`config.mk`:
```
export PLATFORM = sky130hd
export DESIGN_NAME = neuron_axil_top
export DESIGN_NICKNAME = d
export VERILOG_FILES = /design/src/rtl/nn_pkg.sv /design/src/rtl/axil_reg_decode.sv /design/src/rtl/loss_result.sv /design/src/rtl/neuron_axil_top.sv /design/src/rtl/output_neuron.sv
export SDC_FILE = /design/constraint.sdc
export NUM_CORES = 2
export LEC_CHECK = 0
export ABC_AREA = 1
export ABC_CLOCK_PERIOD_IN_PS = 51800
export BUFFER_PORTS_ARGS = -buffer_cell sky130_fd_sc_hd__buf_2
export CAP_MARGIN = 20
export CELL_PAD_IN_SITES_DETAIL_PLACEMENT = 1
export CELL_PAD_IN_SITES_GLOBAL_PLACEMENT = 1
export CORE_MARGIN = 1.5
export CORE_UTILIZATION = 29
export DETAILED_ROUTE_END_ITERATION = 7
export GPL_TIMING_DRIVEN = 0
export PLACE_DENSITY = 0.52
export SYNTH_ARGS = -nofsm -noshare
export SYNTH_HDL_FRONTEND = slang
export SYNTH_SLANG_ARGS = --single-unit
```
`constraint.sdc`:
```
create_clock -name clk_i -period 51.8 [get_ports clk_i]
set_input_delay 5.18 -clock clk_i [delete_from_list [all_inputs] [get_ports clk_i]]
set_output_delay 5.18 -clock clk_i [all_outputs]
set_load 0.05 [all_outputs]
```
`src/rtl/nn_pkg.sv`:
```
`default_nettype none

package nn_pkg;

    // neuron geometry
    localparam int N_INPUTS = 8;

    // operand and result widths
    typedef logic [9:0]  act_t;
    typedef logic [7:0]  weight_t;
    typedef logic [3:0]  target_t;
    typedef logic [22:0] sum_t;
    typedef logic [45:0] loss_t;
    typedef logic [47:0] acc_t;
    typedef logic [15:0] count_t;

    // axi4-lite bus types
    typedef logic [7:0]  addr_t;
    typedef logic [31:0] data_t;
    typedef logic [1:0]  resp_t;

    localparam resp_t RESP_OKAY   = 2'b00;
    localparam resp_t RESP_SLVERR = 2'b10;

    // register map, byte addresses
    localparam addr_t ADDR_X0      = 8'h00;
    localparam addr_t ADDR_W0      = 8'h20;
    localparam addr_t ADDR_TARGET  = 8'h40;
    localparam addr_t ADDR_CTRL    = 8'h44;
    localparam addr_t ADDR_STATUS  = 8'h48;
    localparam addr_t ADDR_SUM     = 8'h4C;
    localparam addr_t ADDR_LOSS_LO = 8'h50;
    localparam addr_t ADDR_LOSS_HI = 8'h54;
    localparam addr_t ADDR_ACC_LO  = 8'h58;
    localparam addr_t ADDR_ACC_HI  = 8'h5C;
    localparam addr_t ADDR_COUNT   = 8'h60;

    // 148 bits: x, then w, then target
    typedef struct packed {
        act_t    [N_INPUTS-1:0] x;
        weight_t [N_INPUTS-1:0] w;
        target_t                target;
    } neuron_operands_t;

    typedef struct packed {
        sum_t  sum;
        loss_t loss;
    } neuron_result_t;

    typedef struct packed {
        logic           done;
        neuron_result_t last;
        acc_t           loss_acc;
        count_t         eval_count;
    } result_status_t;

endpackage

`default_nettype wire

```
`src/rtl/axil_reg_decode.sv`:
```
`timescale 1ns/10ps
`default_nettype none

module axil_reg_decode
    import nn_pkg::*;
(
    input  wire logic             clk_i,
    input  wire logic             rst_i,
    // write address and data
    input  wire addr_t            awaddr_i,
    input  wire logic             awvalid_i,
    output logic                  awready_o,
    input  wire data_t            wdata_i,
    input  wire logic             wvalid_i,
    output logic                  wready_o,
    // write response
    output resp_t                 bresp_o,
    output logic                  bvalid_o,
    input  wire logic             bready_i,
    // read address and data
    input  wire addr_t            araddr_i,
    input  wire logic             arvalid_i,
    output logic                  arready_o,
    output data_t                 rdata_o,
    output resp_t                 rresp_o,
    output logic                  rvalid_o,
    input  wire logic             rready_i,
    // neuron side
    output neuron_operands_t      operands_o,
    output logic                  start_o,
    output logic                  clear_o,
    input  wire result_status_t   status_i
);

    neuron_operands_t ops_q;
    logic             wr_hs;
    logic             rd_hs;
    logic             wr_err;
    logic             rd_err;
    data_t            rd_mux;

    // aw and w accepted together, only with no b pending
    assign wr_hs     = awvalid_i && wvalid_i && !bvalid_o;
    assign awready_o = wr_hs;
    assign wready_o  = wr_hs;

    // one outstanding read at a time
    assign rd_hs     = arvalid_i && !rvalid_o;
    assign arready_o = !rvalid_o;

    // past the last register or not word aligned
    assign wr_err = (awaddr_i > ADDR_COUNT) || (awaddr_i[1:0] != 2'b00);
    assign rd_err = (araddr_i > ADDR_COUNT) || (araddr_i[1:0] != 2'b00);

    assign operands_o = ops_q;

    // write side: operand regs, ctrl pulses, b channel
    always_ff @(posedge clk_i or negedge rst_i) begin
        if (!rst_i) begin
            ops_q    <= '0;
            start_o  <= 1'b0;
            clear_o  <= 1'b0;
            bvalid_o <= 1'b0;
            bresp_o  <= RESP_OKAY;
        end else begin
            // pulses last one cycle only
            start_o <= 1'b0;
            clear_o <= 1'b0;
            if (bvalid_o && bready_i) begin
                bvalid_o <= 1'b0;
            end
            if (wr_hs) begin
                bvalid_o <= 1'b1;
                bresp_o  <= wr_err ? RESP_SLVERR : RESP_OKAY;
                if (!wr_err) begin
                    // x bank, then w bank, index from addr[4:2]
                    if (awaddr_i[7:5] == ADDR_X0[7:5]) begin
                        ops_q.x[awaddr_i[4:2]] <= act_t'(wdata_i);
                    end else if (awaddr_i[7:5] == ADDR_W0[7:5]) begin
                        ops_q.w[awaddr_i[4:2]] <= weight_t'(wdata_i);
                    end else if (awaddr_i == ADDR_TARGET) begin
                        ops_q.target <= target_t'(wdata_i);
                    end else if (awaddr_i == ADDR_CTRL) begin
                        start_o <= wdata_i[0];
                        clear_o <= wdata_i[1];
                    end
                    // status and result regs silently drop writes
                end
            end
        end
    end

    // read mux, unused upper bits zero
    always_comb begin
        rd_mux = '0;
        if (araddr_i[7:5] == ADDR_X0[7:5]) begin
            rd_mux = data_t'(ops_q.x[araddr_i[4:2]]);
        end else if (araddr_i[7:5] == ADDR_W0[7:5]) begin
            rd_mux = data_t'(ops_q.w[araddr_i[4:2]]);
        end else begin
            case (araddr_i)
                ADDR_TARGET:  rd_mux = data_t'(ops_q.target);
                // ctrl is write-only
                ADDR_CTRL:    rd_mux = '0;
                ADDR_STATUS:  rd_mux = data_t'(status_i.done);
                ADDR_SUM:     rd_mux = data_t'(status_i.last.sum);
                ADDR_LOSS_LO: rd_mux = status_i.last.loss[31:0];
                ADDR_LOSS_HI: rd_mux = data_t'(status_i.last.loss[45:32]);
                ADDR_ACC_LO:  rd_mux = status_i.loss_acc[31:0];
                ADDR_ACC_HI:  rd_mux = data_t'(status_i.loss_acc[47:32]);
                ADDR_COUNT:   rd_mux = data_t'(status_i.eval_count);
                default:      rd_mux = '0;
            endcase
        end
    end

    // r channel, data held until rready
    always_ff @(posedge clk_i or negedge rst_i) begin
        if (!rst_i) begin
            rvalid_o <= 1'b0;
            rdata_o  <= '0;
            rresp_o  <= RESP_OKAY;
        end else if (rd_hs) begin
            rvalid_o <= 1'b1;
            rdata_o  <= rd_err ? '0 : rd_mux;
            rresp_o  <= rd_err ? RESP_SLVERR : RESP_OKAY;
        end else if (rvalid_o && rready_i) begin
            rvalid_o <= 1'b0;
        end
    end

    // response held with stable code until taken
    a_bvalid_hold: assert property (@(posedge clk_i) disable iff (!rst_i)
        bvalid_o && !bready_i |=> bvalid_o && $stable(bresp_o));

    a_rvalid_hold: assert property (@(posedge clk_i) disable iff (!rst_i)
        rvalid_o && !rready_i |=> rvalid_o && $stable(rdata_o) && $stable(rresp_o));

endmodule

`default_nettype wire

```
`src/rtl/loss_result.sv`:
```
`timescale 1ns/10ps
`default_nettype none

module loss_result
    import nn_pkg::*;
(
    input  wire logic           clk_i,
    input  wire logic           rst_i,
    input  wire logic           result_valid_i,
    input  wire neuron_result_t result_i,
    input  wire logic           start_i,
    input  wire logic           clear_i,
    output result_status_t      status_o
);

    // one spare bit to catch the carry out
    logic [$bits(acc_t):0] acc_sum;

    assign acc_sum = {1'b0, status_o.loss_acc} + ($bits(acc_t) + 1)'(result_i.loss);

    always_ff @(posedge clk_i or negedge rst_i) begin
        if (!rst_i) begin
            status_o <= '0;
        end else begin
            // last result survives a clear
            if (result_valid_i) begin
                status_o.last <= result_i;
                status_o.done <= 1'b1;
            end
            // a new start wins, another evaluation is in flight
            if (start_i) begin
                status_o.done <= 1'b0;
            end
            // clear beats a same-cycle result
            if (clear_i) begin
                status_o.loss_acc   <= '0;
                status_o.eval_count <= '0;
            end else if (result_valid_i) begin
                // pin at all ones on overflow
                if (acc_sum[$bits(acc_t)]) begin
                    status_o.loss_acc <= '1;
                end else begin
                    status_o.loss_acc <= acc_sum[$bits(acc_t)-1:0];
                end
                // count just wraps
                status_o.eval_count <= status_o.eval_count + 1'b1;
            end
        end
    end

    // count only moves on a result or a clear
    a_count_idle: assert property (@(posedge clk_i) disable iff (!rst_i)
        !result_valid_i && !clear_i |=> $stable(status_o.eval_count));

endmodule

`default_nettype wire

```
`src/rtl/neuron_axil_top.sv`:
```
`timescale 1ns/10ps
`default_nettype none

module neuron_axil_top
    import nn_pkg::*;
(
    input  wire logic  clk_i,
    input  wire logic  rst_i,
    // write channels
    input  wire addr_t awaddr_i,
    input  wire logic  awvalid_i,
    output logic       awready_o,
    input  wire data_t wdata_i,
    input  wire logic  wvalid_i,
    output logic       wready_o,
    output resp_t      bresp_o,
    output logic       bvalid_o,
    input  wire logic  bready_i,
    // read channels
    input  wire addr_t araddr_i,
    input  wire logic  arvalid_i,
    output logic       arready_o,
    output data_t      rdata_o,
    output resp_t      rresp_o,
    output logic       rvalid_o,
    input  wire logic  rready_i
);

    neuron_operands_t operands;
    neuron_result_t   result;
    result_status_t   status;
    logic             start;
    logic             clear;
    logic             result_valid;

    // register block and bus slave
    axil_reg_decode axil_reg_decode_inst (
        .clk_i      (clk_i),
        .rst_i      (rst_i),
        .awaddr_i   (awaddr_i),
        .awvalid_i  (awvalid_i),
        .awready_o  (awready_o),
        .wdata_i    (wdata_i),
        .wvalid_i   (wvalid_i),
        .wready_o   (wready_o),
        .bresp_o    (bresp_o),
        .bvalid_o   (bvalid_o),
        .bready_i   (bready_i),
        .araddr_i   (araddr_i),
        .arvalid_i  (arvalid_i),
        .arready_o  (arready_o),
        .rdata_o    (rdata_o),
        .rresp_o    (rresp_o),
        .rvalid_o   (rvalid_o),
        .rready_i   (rready_i),
        .operands_o (operands),
        .start_o    (start),
        .clear_o    (clear),
        .status_i   (status)
    );

    // neuron, started by the ctrl pulse
    output_neuron output_neuron_inst (
        .clk_i          (clk_i),
        .rst_i          (rst_i),
        .en_i           (start),
        .operands_i     (operands),
        .result_o       (result),
        .result_valid_o (result_valid)
    );

    // capture, accumulate, done flag
    loss_result loss_result_inst (
        .clk_i          (clk_i),
        .rst_i          (rst_i),
        .result_valid_i (result_valid),
        .result_i       (result),
        .start_i        (start),
        .clear_i        (clear),
        .status_o       (status)
    );

endmodule

`default_nettype wire

```
`src/rtl/output_neuron.sv`:
```
`timescale 1ns/10ps
`default_nettype none

module output_neuron
    import nn_pkg::*;
(
    input  wire logic             clk_i,
    input  wire logic             rst_i,
    input  wire logic             en_i,
    input  wire neuron_operands_t operands_i,
    output neuron_result_t        result_o,
    output logic                  result_valid_o
);

    sum_t  sum_d;
    sum_t  diff_d;
    loss_t loss_d;

    // dot product, weights zero-extended
    // products and running total kept in 23 bits
    always_comb begin
        sum_d = '0;
        for (int i = 0; i < N_INPUTS; i++) begin
            sum_d = sum_d + (sum_t'(operands_i.x[i]) * sum_t'(operands_i.w[i]));
        end
    end

    // error against target
    // wraps mod 2^23 when target exceeds sum
    always_comb begin
        diff_d = sum_d - sum_t'(operands_i.target);
        loss_d = loss_t'(diff_d) * loss_t'(diff_d);
    end

    // capture on the enable edge
    always_ff @(posedge clk_i or negedge rst_i) begin
        if (!rst_i) begin
            result_o <= '0;
        end else if (en_i) begin
            result_o.sum  <= sum_d;
            result_o.loss <= loss_d;
        end
    end

    // valid trails enable by one cycle
    always_ff @(posedge clk_i or negedge rst_i) begin
        if (!rst_i) begin
            result_valid_o <= 1'b0;
        end else begin
            result_valid_o <= en_i;
        end
    end

    // start pulse comes from the register block, must be clean
    a_en_known: assert property (@(posedge clk_i) disable iff (!rst_i)
        !$isunknown(en_i));

endmodule

`default_nettype wire
```
==> impl_metrics.py <==
metrics = {
    "sta": {
        "rsz0062_at_grt": "no",
        "fin_crit_ps": 20860,
        "hold_violations": 0,
        "fmax_mhz": 47.9,
        "setup_viol": 0,
        "skew_ps": 31.1,
        "fin_setup_tns_ps": 0,
        "tightest_slew_ps": 1200,
        "fin_crit_sh": 0.403,
        "drv_slew": 0,
        "max_slew_margin": 0.195,
    },
    "floorplanning": {
        "start_util": 0.292,
        "io_pins": 96,
        "die_area_mm2": 0.202,
        "die_y_um": 449,
        "die_w_um": 449,
        "rows": 163,
        "coreArea_mm2": 0.198,
    },
    "clock_tree": {
        "cts_buffers": 43,
        "ctsResizeCount": 0,
        "clock-root-buffer": "clkbuf_16",
        "post_cts_buffers": 0,
        "clk_pin_slew_worst_paths_ps": 70,
        "cts_tree": "done",
        "h-tree-depth": 2,
        "clkSinkCount": 388,
        "clk-insertion-delay-late_ps": 620,
        "clockBufferDepth": 3,
        "cts_hold_buf": 0,
    },
    "power": {
        "finalPower_mw": 0.793,
        "power.leakage_nw": 33.2,
        "p_per_area_mw_per_mm2": 12.6,
        "peakVddDrop_mv": 0.0164,
    },
    "yosys": {
        "synth.distinct_cells": 56,
        "synth_simple_gate_area_share": 0.157,
        "ys.flop_type": "dfrtp_1",
        "yosys.area.top_type": "fa_1",
        "synth_edf_count": 0,
        "ys_warn_count": 0,
        "synth_area_leaders": "fa_1, dfrtp_1, inv_1",
        "ys_ff_latch": 388,
        "synthMuxAreaShare": 0,
        "synth_xor_area_frac": 0.0132,
        "synth_adder_area_share": 0.439,
        "synth_top_family_by_area": "adder cells",
        "yosys.area.top_type_share": 0.338,
        "synth_area_per_cell_um2": 8.05,
        "synth_compound_area_frac": 0.0820,
        "async_flop_share": 1.00,
        "syn-cell-area_mm2": 0.0578,
        "netlist_instances": 7176,
        "ys_seq_area_frac": 0.168,
    },
    "grt": {
        "grt_max_degree": 106,
        "grt_pass1_vias": 51400,
        "antenna_found_initial": 2,
        "grt_first_pass_wirelength_um": 331000,
        "grt.total_usage": 0.217,
        "overflow": 0,
    },
    "run": {
        "maxCapViolCount": 0,
    },
    "route": {
        "vias_per_cell": 4.69,
        "dr_total_vias": 46700,
        "drc": 0,
        "drtIter0Drc": 2525,
        "post_drt_wl_per_cell_um": 21.8,
        "wl_um": 217000,
        "dr.pass1.iters": 5,
        "ant_nets": 0,
    },
    "setup_path": {
        "crit_required_ps": 52270,
        "critPathMaxFanout": 10,
        "crit_type": "flip-flop to flip-flop",
        "end_kind": "flip-flop",
        "cp_slowest_stage_delay_ps": 870,
        "critPathBufInv": 19,
        "critical_path_arrival_ps": 21330,
        "worst_setup_path_start_kind": "flip-flop",
        "cp_top_family": "adder cells",
        "cpMostUsedCell": "fa_1",
        "slowest_stage": "xor2_1",
    },
    "place": {
        "place.gp.congestion": 0.872,
        "placed_cell_area_mm2": 0.0617,
        "io_buffers": 71,
        "hpwlAfterDp_um": 187000,
    },
    "final_layout": {
        "fin_nets": 8799,
        "multi_input_area_mm2": 0.0400,
        "final_core_util": 0.320,
        "fill_cells": 23700,
        "register_area_mm2": 0.00971,
        "layout-drive-gt1-share": 0.0378,
        "fin_area_mm2": 0.0632,
        "syn2layout_area_growth_pct": 9.30,
    },
    "outcome": {
        "status": "complete, no violations",
    },
    "worst_hold_path": {
        "hold_path_class": "flip-flop to flip-flop",
    },
}
[cells in the mapped netlist (all sizes together), types with 59 or more instances]
cell,n
a21oi,173
buf,71
clkbuf,219
dfrtp,388
fa,977
ha,464
inv,1853
nand2,1610
nand3,115
nor2,425
o21ai,428
o22ai,101
xor2,59
[logic make-up (layout without fill, tap and decap cells)]
| family | Yosys count | count (layout) |
|---|---|---|
| and+or+nand+nor | 2266 | 2266 |
| buffers and inverters | 2149 | 2305 |
| adders and majority gates | 1441 | 1441 |
| AOI/OAI and AO/OA | 845 | 845 |
| DFF | 388 | 388 |
| xor gates and xnor gates | 86 | 86 |
| other | 1 | 4 |
[worst min-delay path: cells and delay by family, from the launching register on]
| kind | cells | cell delay [ps] |
|---|---|---|
| AND/OR/NAND/NOR | 2 | 110 |
| flip-flops | 1 | 340 |
[sequential cells by signal, indices dropped and copies added (netlist names)]
register / cells
output_neuron_inst.result_o: 68
axil_reg_decode_inst.start_o: 1
loss_result_inst.status_o: 133
axil_reg_decode_inst.operands_o: 148
axil_reg_decode_inst.bresp_o: 1
axil_reg_decode_inst.rresp_o: 1
axil_reg_decode_inst.rvalid_o: 1
axil_reg_decode_inst.clear_o: 1
axil_reg_decode_inst.bvalid_o: 1
output_neuron_inst.result_valid_o: 1
axil_reg_decode_inst.rdata_o: 32
[cells in the final DEF (no fill, tap or decap), types with 9 or more instances in the layout]
| cell type | synthesis | routed |
|---|---|---|
| inv_1 | 1830 | 1830 |
| nand2_1 | 1593 | 1593 |
| fa_1 | 977 | 977 |
| ha_1 | 464 | 464 |
| o21ai_0 | 424 | 424 |
| nor2_1 | 401 | 401 |
| dfrtp_1 | 388 | 388 |
| clkbuf_1 | 219 | 225 |
| a21oi_1 | 171 | 171 |
| nand3_1 | 112 | 112 |
| o22ai_1 | 101 | 101 |
| buf_2 | 15 | 85 |
| xor2_1 | 59 | 54 |
| buf_1 | 49 | 49 |
| nor3_1 | 48 | 48 |
| clkbuf_16 | 0 | 43 |
| a31oi_1 | 29 | 29 |
| or2_2 | 25 | 25 |
| xnor2_1 | 26 | 25 |
| inv_2 | 22 | 22 |
| nand4_1 | 21 | 21 |
| a21o_1 | 18 | 18 |
| o31ai_1 | 17 | 17 |
| nand2_2 | 15 | 15 |
| nor2_4 | 15 | 15 |
| o21bai_1 | 15 | 15 |
| o21a_1 | 13 | 13 |
| a221oi_1 | 13 | 13 |
| nor4_1 | 10 | 10 |
| nor2_2 | 9 | 9 |
[layer usage]
layer	part of all wire	routed length [um]	vias to the layer above	global-route usage
met5	0	0	-	0
met2	0.46	100000	686	0.356
met1	0.49	106000	24400	0.314
met4	0.020	4330	0	0.0447
li1	-	-	21500	-
met3	0.029	6230	161	0.0152
[power breakdown]
group	leakage [nW]	switching, mW	total, mW	internal (mW)
Sequential	5.41	0.00121	0.306	0.305
Clock	0.716	0.143	0.336	0.192
Combinational	27.1	0.112	0.152	0.0399
[final timing paths]
kind	from	to	slack, ps	depth (start not counted)
min in group asynchronous	rst_i	axil_reg_decode_inst.operands_o[144]	4610	1
max in group asynchronous	rst_i	loss_result_inst.status_o[88]	46010	2
worst min register to register	loss_result_inst.status_o[72]	loss_result_inst.status_o[72]	470	2
worst max register to register	axil_reg_decode_inst.operands_o[69]	output_neuron_inst.result_o[43]	30940	70
worst max-delay path	axil_reg_decode_inst.operands_o[69]	output_neuron_inst.result_o[43]	30940	70
worst min-delay path	loss_result_inst.status_o[72]	loss_result_inst.status_o[72]	470	2
[through the flow]
| stage | cells | hold WS (ps) | setup slack, ps |
|---|---|---|---|
| 6_report | 9975 | 475 | 30940 |
| 5_1_grt | 9974 | 490 | 29870 |
| 4_1_cts | 9972 | 475 | 30970 |
| 3_5_place_dp | 9897 | 459 | 31020 |
| 3_3_place_gp | 9888 | 457 | 31080 |
| 2_1_floorplan | 7177 | 352 | 35270 |
[area by class of cell]
type | count | share of cell area
clock inverters | 20 | 0.00471
flip-flops and latches | 388 | 0.154
diodes | 2 | 0.0000792
plain buffers | 290 | 0.0181
inverters | 1859 | 0.111
well taps | 2640 | 0.0523
clock buffers | 55 | 0.0187
multi-input cells | 4640 | 0.633
repair buffers | 81 | 0.00852
(Power assumes the default switching activity.)
